==> src/hw/decoder_pkg.sv <==
package decoder_pkg;

    localparam int STAGE_WIDTH = 3;

    // decoder stage as broadcast by the controller
    typedef enum logic [STAGE_WIDTH-1:0] {
        STAGE_IDLE                = 3'd0,
        STAGE_MEASUREMENT_LOADING = 3'd1,
        STAGE_GROWING             = 3'd2,
        STAGE_MERGING             = 3'd3,
        STAGE_PEELING             = 3'd4
    } stage_t;

    // one index per dimension of the 3d grid
    function automatic int address_width(input int code_distance);
        int per_dimension_width;
        per_dimension_width = $clog2(code_distance);
        return 3 * per_dimension_width;
    endfunction

endpackage

==> src/hw/link_pkg.sv <==
package link_pkg;

    localparam int TAG_WIDTH = 2;

    // tag in the top bits of every master word
    typedef enum logic [TAG_WIDTH-1:0] {
        MSG_NEIGHBOR = 2'd0,
        MSG_UNION    = 2'd1,
        MSG_DIRECT   = 2'd2,
        MSG_RESERVED = 2'd3
    } msg_kind_t;

    // old root plus grown flag
    function automatic int neighbor_msg_width(input int address_width);
        return address_width + 1;
    endfunction

    // old root and updated root
    function automatic int union_msg_width(input int address_width);
        return 2 * address_width;
    endfunction

    // receiver, odd cardinality, touching boundary
    function automatic int direct_msg_width(input int address_width);
        return address_width + 2;
    endfunction

    // union is the widest payload, the others are padded up to it
    function automatic int master_data_width(input int address_width);
        return union_msg_width(address_width) + TAG_WIDTH;
    endfunction

endpackage

==> src/hw/link_arbiter.sv <==
`timescale 1ns/10ps

module link_arbiter
    import link_pkg::*;
#(
    parameter int ADDRESS_WIDTH = 9
) (
    input  logic                                        clk,
    input  logic                                        reset,
    input  logic [neighbor_msg_width(ADDRESS_WIDTH)-1:0] neighbor_data_i,
    input  logic                                        neighbor_valid_i,
    output logic                                        neighbor_ready_o,
    input  logic [union_msg_width(ADDRESS_WIDTH)-1:0]    union_data_i,
    input  logic                                        union_valid_i,
    output logic                                        union_ready_o,
    input  logic [direct_msg_width(ADDRESS_WIDTH)-1:0]   direct_data_i,
    input  logic                                        direct_valid_i,
    output logic                                        direct_ready_o,
    output logic [master_data_width(ADDRESS_WIDTH)-1:0]  master_data_o,
    output logic                                        master_valid_o,
    input  logic                                        master_ready_i
);

    localparam int PAYLOAD_WIDTH = union_msg_width(ADDRESS_WIDTH);

    logic [2:0]               req;
    msg_kind_t                rr_ptr;
    msg_kind_t                grant_kind;
    logic                     grant_valid;
    logic [PAYLOAD_WIDTH-1:0] payload;

    // request bit index equals the tag value
    assign req = {direct_valid_i, union_valid_i, neighbor_valid_i};

    // walk backwards so the class closest to the pointer wins
    always_comb begin
        int cand;
        grant_valid = 1'b0;
        grant_kind  = MSG_NEIGHBOR;
        for (int off = 2; off >= 0; off--) begin
            cand = (int'(rr_ptr) + off) % 3;
            if (req[cand]) begin
                grant_valid = 1'b1;
                grant_kind  = msg_kind_t'(cand[TAG_WIDTH-1:0]);
            end
        end
    end

    always_comb begin
        case (grant_kind)
            MSG_UNION:  payload = union_data_i;
            MSG_DIRECT: payload = PAYLOAD_WIDTH'(direct_data_i);
            default:    payload = PAYLOAD_WIDTH'(neighbor_data_i);
        endcase
    end

    assign master_data_o  = {grant_kind, payload};
    assign master_valid_o = grant_valid;

    assign neighbor_ready_o = master_ready_i && grant_valid && (grant_kind == MSG_NEIGHBOR);
    assign union_ready_o    = master_ready_i && grant_valid && (grant_kind == MSG_UNION);
    assign direct_ready_o   = master_ready_i && grant_valid && (grant_kind == MSG_DIRECT);

    // pointer moves just past the class that was sent
    always_ff @(posedge clk) begin
        if (reset) begin
            rr_ptr <= MSG_NEIGHBOR;
        end else if (master_valid_o && master_ready_i) begin
            case (grant_kind)
                MSG_NEIGHBOR: rr_ptr <= MSG_UNION;
                MSG_UNION:    rr_ptr <= MSG_DIRECT;
                default:      rr_ptr <= MSG_NEIGHBOR;
            endcase
        end
    end

endmodule

==> src/hw/link_control.sv <==
`timescale 1ns/10ps

module link_control
    import decoder_pkg::*;
(
    input  logic       clk,
    input  logic       reset,
    input  stage_t     stage_i,
    input  logic [5:0] occupied_i,
    input  logic       master_in_valid_i,
    output logic       flush_o,
    output logic       has_message_flying_o
);

    stage_t stage_q;

    // delayed copy stands in for the processing unit latency
    always_ff @(posedge clk) begin
        if (reset) begin
            stage_q <= STAGE_IDLE;
        end else begin
            stage_q <= stage_i;
        end
    end

    // channels are cleared while new measurements load
    assign flush_o = (stage_q == STAGE_MEASUREMENT_LOADING);

    always_ff @(posedge clk) begin
        if (reset) begin
            has_message_flying_o <= 1'b0;
        end else begin
            has_message_flying_o <= (|occupied_i) || master_in_valid_i;
        end
    end

endmodule

==> src/hw/link_dispatcher.sv <==
`timescale 1ns/10ps

module link_dispatcher
    import link_pkg::*;
#(
    parameter int ADDRESS_WIDTH = 9
) (
    input  logic [master_data_width(ADDRESS_WIDTH)-1:0]  master_data_i,
    input  logic                                        master_valid_i,
    output logic                                        master_ready_o,
    output logic [neighbor_msg_width(ADDRESS_WIDTH)-1:0] neighbor_data_o,
    output logic                                        neighbor_valid_o,
    input  logic                                        neighbor_ready_i,
    output logic [union_msg_width(ADDRESS_WIDTH)-1:0]    union_data_o,
    output logic                                        union_valid_o,
    input  logic                                        union_ready_i,
    output logic [direct_msg_width(ADDRESS_WIDTH)-1:0]   direct_data_o,
    output logic                                        direct_valid_o,
    input  logic                                        direct_ready_i
);

    localparam int MASTER_WIDTH = master_data_width(ADDRESS_WIDTH);

    msg_kind_t kind;

    assign kind = msg_kind_t'(master_data_i[MASTER_WIDTH-1 -: TAG_WIDTH]);

    // payloads are right aligned under the tag
    assign neighbor_data_o = master_data_i[neighbor_msg_width(ADDRESS_WIDTH)-1:0];
    assign union_data_o    = master_data_i[union_msg_width(ADDRESS_WIDTH)-1:0];
    assign direct_data_o   = master_data_i[direct_msg_width(ADDRESS_WIDTH)-1:0];

    assign neighbor_valid_o = master_valid_i && (kind == MSG_NEIGHBOR);
    assign union_valid_o    = master_valid_i && (kind == MSG_UNION);
    assign direct_valid_o   = master_valid_i && (kind == MSG_DIRECT);

    always_comb begin
        case (kind)
            MSG_NEIGHBOR: master_ready_o = neighbor_ready_i;
            MSG_UNION:    master_ready_o = union_ready_i;
            MSG_DIRECT:   master_ready_o = direct_ready_i;
            // reserved words are swallowed
            default:      master_ready_o = 1'b1;
        endcase
    end

endmodule

==> src/hw/message_fifo.sv <==
`timescale 1ns/10ps

module message_fifo #(
    parameter int  DEPTH     = 4,
    parameter type payload_t = logic
) (
    input  logic     clk,
    input  logic     reset,
    input  logic     flush_i,
    input  payload_t data_i,
    input  logic     valid_i,
    output logic     ready_o,
    output payload_t data_o,
    output logic     valid_o,
    input  logic     ready_i,
    output logic     occupied_o
);

    localparam int PTR_WIDTH   = (DEPTH > 1) ? $clog2(DEPTH) : 1;
    localparam int COUNT_WIDTH = $clog2(DEPTH + 1);

    payload_t               mem [DEPTH];
    logic [PTR_WIDTH-1:0]   wr_ptr;
    logic [PTR_WIDTH-1:0]   rd_ptr;
    logic [COUNT_WIDTH-1:0] count;
    logic                   push;
    logic                   pop;

    // flush holds both sides off
    assign ready_o    = (count != COUNT_WIDTH'(DEPTH)) && !flush_i;
    assign valid_o    = (count != '0) && !flush_i;
    assign occupied_o = (count != '0);
    assign data_o     = mem[rd_ptr];

    assign push = valid_i && ready_o;
    assign pop  = valid_o && ready_i;

    always_ff @(posedge clk) begin
        if (reset || flush_i) begin
            wr_ptr <= '0;
            rd_ptr <= '0;
            count  <= '0;
        end else begin
            if (push) begin
                wr_ptr <= (wr_ptr == PTR_WIDTH'(DEPTH - 1)) ? '0 : wr_ptr + 1'b1;
            end
            if (pop) begin
                rd_ptr <= (rd_ptr == PTR_WIDTH'(DEPTH - 1)) ? '0 : rd_ptr + 1'b1;
            end
            if (push && !pop) begin
                count <= count + 1'b1;
            end else if (pop && !push) begin
                count <= count - 1'b1;
            end
        end
    end

    always_ff @(posedge clk) begin
        if (push) begin
            mem[wr_ptr] <= data_i;
        end
    end

endmodule

==> src/hw/pu_arbitration_unit.sv <==
`timescale 1ns/10ps

module pu_arbitration_unit
    import decoder_pkg::*;
    import link_pkg::*;
#(
    parameter int   CODE_DISTANCE = 5,
    parameter int   FIFO_DEPTH    = 4,
    localparam int  ADDRESS_WIDTH = address_width(CODE_DISTANCE)
) (
    input  logic                                        clk,
    input  logic                                        reset,
    input  logic [STAGE_WIDTH-1:0]                      stage_i,
    input  logic [neighbor_msg_width(ADDRESS_WIDTH)-1:0] neighbor_tx_data_i,
    input  logic                                        neighbor_tx_valid_i,
    output logic                                        neighbor_tx_ready_o,
    input  logic [union_msg_width(ADDRESS_WIDTH)-1:0]    union_tx_data_i,
    input  logic                                        union_tx_valid_i,
    output logic                                        union_tx_ready_o,
    input  logic [direct_msg_width(ADDRESS_WIDTH)-1:0]   direct_tx_data_i,
    input  logic                                        direct_tx_valid_i,
    output logic                                        direct_tx_ready_o,
    output logic [neighbor_msg_width(ADDRESS_WIDTH)-1:0] neighbor_rx_data_o,
    output logic                                        neighbor_rx_valid_o,
    input  logic                                        neighbor_rx_ready_i,
    output logic [union_msg_width(ADDRESS_WIDTH)-1:0]    union_rx_data_o,
    output logic                                        union_rx_valid_o,
    input  logic                                        union_rx_ready_i,
    output logic [direct_msg_width(ADDRESS_WIDTH)-1:0]   direct_rx_data_o,
    output logic                                        direct_rx_valid_o,
    input  logic                                        direct_rx_ready_i,
    output logic [master_data_width(ADDRESS_WIDTH)-1:0]  master_out_data_o,
    output logic                                        master_out_valid_o,
    input  logic                                        master_out_ready_i,
    input  logic [master_data_width(ADDRESS_WIDTH)-1:0]  master_in_data_i,
    input  logic                                        master_in_valid_i,
    output logic                                        master_in_ready_o,
    output logic                                        has_message_flying_o
);

    typedef logic [neighbor_msg_width(ADDRESS_WIDTH)-1:0] neighbor_msg_t;
    typedef logic [union_msg_width(ADDRESS_WIDTH)-1:0]    union_msg_t;
    typedef logic [direct_msg_width(ADDRESS_WIDTH)-1:0]   direct_msg_t;

    // egress heads towards the arbiter
    neighbor_msg_t neighbor_eg_data;
    logic          neighbor_eg_valid;
    logic          neighbor_eg_ready;
    union_msg_t    union_eg_data;
    logic          union_eg_valid;
    logic          union_eg_ready;
    direct_msg_t   direct_eg_data;
    logic          direct_eg_valid;
    logic          direct_eg_ready;

    // dispatcher outputs into the ingress queues
    neighbor_msg_t neighbor_in_data;
    logic          neighbor_in_valid;
    logic          neighbor_in_ready;
    union_msg_t    union_in_data;
    logic          union_in_valid;
    logic          union_in_ready;
    direct_msg_t   direct_in_data;
    logic          direct_in_valid;
    logic          direct_in_ready;

    // [2:0] egress, [5:3] ingress, neighbor first
    logic [5:0] occupied;
    logic       flush;

    message_fifo #(.DEPTH(FIFO_DEPTH), .payload_t(neighbor_msg_t)) i_neighbor_tx_fifo (
        .clk(clk), .reset(reset), .flush_i(flush),
        .data_i(neighbor_tx_data_i), .valid_i(neighbor_tx_valid_i),
        .ready_o(neighbor_tx_ready_o),
        .data_o(neighbor_eg_data), .valid_o(neighbor_eg_valid), .ready_i(neighbor_eg_ready),
        .occupied_o(occupied[0])
    );

    message_fifo #(.DEPTH(FIFO_DEPTH), .payload_t(union_msg_t)) i_union_tx_fifo (
        .clk(clk), .reset(reset), .flush_i(flush),
        .data_i(union_tx_data_i), .valid_i(union_tx_valid_i), .ready_o(union_tx_ready_o),
        .data_o(union_eg_data), .valid_o(union_eg_valid), .ready_i(union_eg_ready),
        .occupied_o(occupied[1])
    );

    message_fifo #(.DEPTH(FIFO_DEPTH), .payload_t(direct_msg_t)) i_direct_tx_fifo (
        .clk(clk), .reset(reset), .flush_i(flush),
        .data_i(direct_tx_data_i), .valid_i(direct_tx_valid_i), .ready_o(direct_tx_ready_o),
        .data_o(direct_eg_data), .valid_o(direct_eg_valid), .ready_i(direct_eg_ready),
        .occupied_o(occupied[2])
    );

    link_arbiter #(.ADDRESS_WIDTH(ADDRESS_WIDTH)) i_link_arbiter (
        .clk(clk), .reset(reset),
        .neighbor_data_i(neighbor_eg_data), .neighbor_valid_i(neighbor_eg_valid),
        .neighbor_ready_o(neighbor_eg_ready),
        .union_data_i(union_eg_data), .union_valid_i(union_eg_valid),
        .union_ready_o(union_eg_ready),
        .direct_data_i(direct_eg_data), .direct_valid_i(direct_eg_valid),
        .direct_ready_o(direct_eg_ready),
        .master_data_o(master_out_data_o), .master_valid_o(master_out_valid_o),
        .master_ready_i(master_out_ready_i)
    );

    link_dispatcher #(.ADDRESS_WIDTH(ADDRESS_WIDTH)) i_link_dispatcher (
        .master_data_i(master_in_data_i), .master_valid_i(master_in_valid_i),
        .master_ready_o(master_in_ready_o),
        .neighbor_data_o(neighbor_in_data), .neighbor_valid_o(neighbor_in_valid),
        .neighbor_ready_i(neighbor_in_ready),
        .union_data_o(union_in_data), .union_valid_o(union_in_valid),
        .union_ready_i(union_in_ready),
        .direct_data_o(direct_in_data), .direct_valid_o(direct_in_valid),
        .direct_ready_i(direct_in_ready)
    );

    message_fifo #(.DEPTH(FIFO_DEPTH), .payload_t(neighbor_msg_t)) i_neighbor_rx_fifo (
        .clk(clk), .reset(reset), .flush_i(flush),
        .data_i(neighbor_in_data), .valid_i(neighbor_in_valid), .ready_o(neighbor_in_ready),
        .data_o(neighbor_rx_data_o), .valid_o(neighbor_rx_valid_o),
        .ready_i(neighbor_rx_ready_i),
        .occupied_o(occupied[3])
    );

    message_fifo #(.DEPTH(FIFO_DEPTH), .payload_t(union_msg_t)) i_union_rx_fifo (
        .clk(clk), .reset(reset), .flush_i(flush),
        .data_i(union_in_data), .valid_i(union_in_valid), .ready_o(union_in_ready),
        .data_o(union_rx_data_o), .valid_o(union_rx_valid_o), .ready_i(union_rx_ready_i),
        .occupied_o(occupied[4])
    );

    message_fifo #(.DEPTH(FIFO_DEPTH), .payload_t(direct_msg_t)) i_direct_rx_fifo (
        .clk(clk), .reset(reset), .flush_i(flush),
        .data_i(direct_in_data), .valid_i(direct_in_valid), .ready_o(direct_in_ready),
        .data_o(direct_rx_data_o), .valid_o(direct_rx_valid_o), .ready_i(direct_rx_ready_i),
        .occupied_o(occupied[5])
    );

    link_control i_link_control (
        .clk(clk),
        .reset(reset),
        .stage_i(stage_t'(stage_i)),
        .occupied_i(occupied),
        .master_in_valid_i(master_in_valid_i),
        .flush_o(flush),
        .has_message_flying_o(has_message_flying_o)
    );

endmodule

==> config.mk <==
export PLATFORM = sky130hd
export DESIGN_NAME = pu_arbitration_unit
export DESIGN_NICKNAME = d
export VERILOG_FILES = /design/src/hw/decoder_pkg.sv /design/src/hw/link_pkg.sv /design/src/hw/link_arbiter.sv /design/src/hw/link_control.sv /design/src/hw/link_dispatcher.sv /design/src/hw/message_fifo.sv /design/src/hw/pu_arbitration_unit.sv
export SDC_FILE = /design/constraint.sdc
export NUM_CORES = 1
export LEC_CHECK = 0
export BUFFER_PORTS_ARGS = -buffer_cell sky130_fd_sc_hd__buf_2
export CAP_MARGIN = 40
export CORE_AREA = 2 2 169 171
export CTS_CLUSTER_SIZE = 14
export DETAILED_ROUTE_END_ITERATION = 12
export DIE_AREA = 0 0 171 173
export HOLD_SLACK_MARGIN = 0.05
export PLACE_DENSITY = 0.82
export SLEW_MARGIN = 20
export SYNTH_ARGS = -nofsm -noshare
export SYNTH_HDL_FRONTEND = slang
export SYNTH_SLANG_ARGS = --single-unit
==> constraint.sdc <==
create_clock -name clk -period 9 [get_ports clk]
set_clock_uncertainty 0.2 [all_clocks]
set_input_delay 0.9 -clock clk [delete_from_list [all_inputs] [get_ports clk]]
set_output_delay 0.9 -clock clk [all_outputs]
set_load 0.05 [all_outputs]
==> results by group <==
Run status
  – Run status: completed

Setup path
  – Crit. End Element: output pin
  – Worst setup SP type: register
  – Worst EP required: 7.90 ns
  – Critical R2R Capture: i_union_tx_fifo.count[2]$_SDFFE_PP0P_
  – Setup CP Type: register to output pin
  – R2R depth: 15
  – Reg-to-Reg Start: i_neighbor_tx_fifo.count[0]$_SDFFE_PP0P_
  – Crit path max-delay cell type: ha_1
  – Reg2Reg Setup Slack: 4.70 ns
  – Cell mode on critical path: buf_2
  – Max FO, Critical Path: 20
  – Max incr delay on CP: 0.76 ns
  – Data arrival time of the worst path: 3.47 ns
  – Crit-path cells: nor3_1 -> buf_2 -> or2_2 -> a211o_1 -> o2111ai_1 -> ha_1 -> a22oi_1 -> a21oi_1 -> buf_2

Power
  – Pwr dens: 294 mW/mm²
  – Total power: 5070 µW
  – Sw frac: 0.349
  – Max rail drop VDD: 272 µV
  – Sequential fraction of design power: 0.406
  – Power Internal: 3300 µW
  – Switch Pwr: 1770 µW
  – Clk pwr share: 0.293
  – Lkg Pwr: 0.00601 µW
  – Combinational power share: 0.300

Worst hold path
  – HP Class: register to register
  – Worst hold path depth: 2
  – Hold Startpoint: i_neighbor_rx_fifo.rd_ptr[1]$_SDFFE_PP0P_

Die
  – Die Width: 171 µm
  – IO Pins: 140
  – DIE AREA: 0.0296 mm²
  – Initial core utilization: 0.534
  – Core area: 0.0276 mm²
  – Rows: 61
  – Die outline height: 173 µm

Detailed routing
  – Routed wire per std cell: 20.7 µm
  – Iteration-0 DRC count of the detailed router: 530
  – Routed vias: 7,758
  – # DRC: 0
  – ANT nets after route: 0
  – Post-Route WL: 28,700 µm
  – Via/cell ratio: 5.61
  – Drt pass-1 iters: 5

STA
  – Fin Setup TNS: 0 ns
  – Final setup vio count: 0
  – Slew Limit Fails: 0
  – Slew HR: 0.459
  – Worst-Margin Slew: 0.811 ns
  – Tcrit/Tclk final: 0.507
  – Fmax: 219 MHz
  – Final Critical Period: 4.57 ns
  – WHS: 0.291 ns
  – Final Hold Vio Count: 0
  – RSZ-0062 raised after global routing: false

Clock tree
  – Clock tree buffer depth: 3
  – CTS tree: built
  – Clk_lat worst skew: 0.52 ns
  – Root buffer cell: clkbuf_16
  – Post-CTS setup buffers: 0
  – Hold buffers post-CTS: 0
  – # resized after CTS: 0
  – CTS buffer count: 38
  – Number of H-tree levels: 2
  – Reg clk slew, reported paths: 0.06 ns
  – Sink Count: 372

Global routing
  – Total Routing Usage GR: 0.196
  – Met1 GRT Util: 0.243
  – Top Usage Layer GRT: met2
  – M2 GR Usage: 0.343
  – Met3 global-route usage: 0.0483
  – Number of global-route vias before repair: 8,036
  – Initial antenna violation count: 3
  – Pin count of the biggest net entering global routing: 34
  – First-pass GRT wire length: 44,500 µm
  – GR Overflow Total: 0

Synth
  – Main flop type after synthesis: edfxtp_1
  – Syn Inst Count: 811
  – Mapped Area: 0.0148 mm²
  – Synth Area in XOR/XNOR: 0.00712
  – Synth Register Bits: 372
  – Syn Nets: 931
  – Mux cell area share after synthesis: 0.133
  – Post-synthesis compound-gate area fraction: 0.0309
  – Number of synthesized flops with an enable pin: 312
  – Register area share after synthesis: 0.716
  – Top-area cell type share of the netlist area: 0.634
  – Yosys warns: 0
  – Synthesized area per cell: 18.2 µm²
  – Synth unique cells: 47
  – Synth Area in Adders: 0.0444
  – Post-synthesis simple-gate area fraction: 0.0538
  – Post-synthesis async set-or-reset flop share: 0
  – Top cells by area, synth: edfxtp_1 (63%), mux4_2 (12%), dfxtp_1 (8.1%)
  – Yosys top cell by area: edfxtp_1
  – Largest family of logic cells by synthesized area: multiplexers

Cells and area
  – Post-layout util: 0.623
  – Final nets: 1,095
  – Synth-to-layout area growth: 16.6%
  – Share of layout cells above drive strength 1: 0.295
  – Most frequent cells in the layout: edfxtp_1 (312), buf_2 (140), mux4_2 (78), dfxtp_1 (60), nor2_1 (50)
  – Filler Cell Count: 1,935
  – Most common cell after layout, fill and taps aside: edfxtp_1

Placement
  – DP HPWL: 18,900 µm
  – # port buffers: 139
  – RePlAce Congestion: 0.765

Flow run
  – Max_cap viols: 0
==> per-layer routing <==
metal,vias up,routed length (µm)
li1,3528,-
met1,3917,11100
met2,256,15000
met3,55,1960
met4,2,622
met5,-,13
==> through the flow <==
step	instances	instance area, µm²	worst slack, ns
2_1_floorplan	811	14800	4.54
3_3_place_gp	1298	15800	4.77
3_5_place_dp	1309	16000	4.64
4_1_cts	1377	17200	4.21
5_1_grt	1381	17200	4.17
6_report	1383	17200	4.43
==> power groups by stage <==
| stage | Sequential, µW | Combinational [µW] | Clock, µW |
|---|---|---|---|
| final | 2060 | 1520 | 1490 |
| after global routing | 2070 | 1630 | 1590 |
| after global placement | 2090 | 1450 | 0 |
| after CTS | 2070 | 1490 | 1520 |
| after floorplan | 2060 | 1150 | 0 |
| after detailed placement | 2100 | 1480 | 0 |
==> sequential cells by signal, summed over array words and instances, names as in the netlist, 3 cells and up, named ones only <==
name	flops
i_direct_rx_fifo.mem	44
i_link_control.stage_q	3
i_union_rx_fifo.mem	72
i_direct_tx_fifo.count	3
i_neighbor_tx_fifo.count	3
i_union_tx_fifo.count	3
i_neighbor_tx_fifo.mem	40
i_union_rx_fifo.count	3
i_neighbor_rx_fifo.mem	40
i_direct_tx_fifo.mem	44
i_direct_rx_fifo.count	3
i_neighbor_rx_fifo.count	3
i_union_tx_fifo.mem	72
==> synthesized netlist by cell type (5+ instances only) <==
| library cell | n |
|---|---|
| edfxtp_1 | 312 |
| fa_1 | 6 |
| nand2b_1 | 5 |
| inv_1 | 23 |
| dfxtp_1 | 60 |
| or3_1 | 9 |
| ha_1 | 42 |
| a22oi_1 | 11 |
| a21oi_1 | 32 |
| nand3_1 | 7 |
| o21ai_0 | 16 |
| clkbuf_1 | 17 |
| nand2_1 | 16 |
| and3_1 | 19 |
| buf_2 | 10 |
| and2_1 | 18 |
| mux2i_1 | 20 |
| xor2_1 | 12 |
| mux4_2 | 78 |
| nor2_1 | 50 |
| nor3_1 | 7 |
==> how the worst max path moves through the flow <==
stage	start	to	slack, ns	cells past startpoint
after floorplan	i_link_control.stage_q[2]$_SDFF_PP0_	master_out_data_o[1]	4.54	11
after global placement	i_neighbor_tx_fifo.count[0]$_SDFFE_PP0P_	i_union_tx_fifo.count[2]$_SDFFE_PP0P_	4.77	14
after detailed placement	i_neighbor_tx_fifo.count[0]$_SDFFE_PP0P_	i_union_tx_fifo.count[2]$_SDFFE_PP0P_	4.64	14
after CTS	i_neighbor_tx_fifo.count[0]$_SDFFE_PP0P_	master_out_data_o[4]	4.21	8
after global routing	i_neighbor_tx_fifo.count[0]$_SDFFE_PP0P_	master_out_data_o[1]	4.17	9
final	i_neighbor_tx_fifo.count[0]$_SDFFE_PP0P_	master_out_data_o[5]	4.43	9
==> final cells by class <==
cell class	count	area [µm²]	share of cell area
flip-flops and latches	372	10600	0.614
multi-input cells	383	3970	0.231
clock buffers	45	998	0.0580
repair buffers	157	927	0.0539
well taps	378	473	0.0275
clock inverters	23	185	0.0108
inverters	23	86.3	0.00501
diodes	2	5.00	0.000291
==> cell families (layout without fill, tap and decap cells) <==
kind of cell | Yosys count | count (layout)
and+or+nand+nor | 150 | 150
xor gates and xnor gates | 12 | 12
DFF | 372 | 372
adders and majority gates | 49 | 49
AOI/OAI and AO/OA | 74 | 74
other | 0 | 2
buffers and inverters | 56 | 248
muxes | 98 | 98
==> critical path, delay by kind of cell, from the launching register on <==
kind,cells,cell delay [ns]
buffers and inverters,2,0.47
adder cells (fa/ha/maj),1,0.76
AND/OR/NAND/NOR,2,0.37
AO/OA/AOI/OAI,4,0.93
flip-flops,1,0.41
No activity file was read; power rests on OpenSTA's default activity.
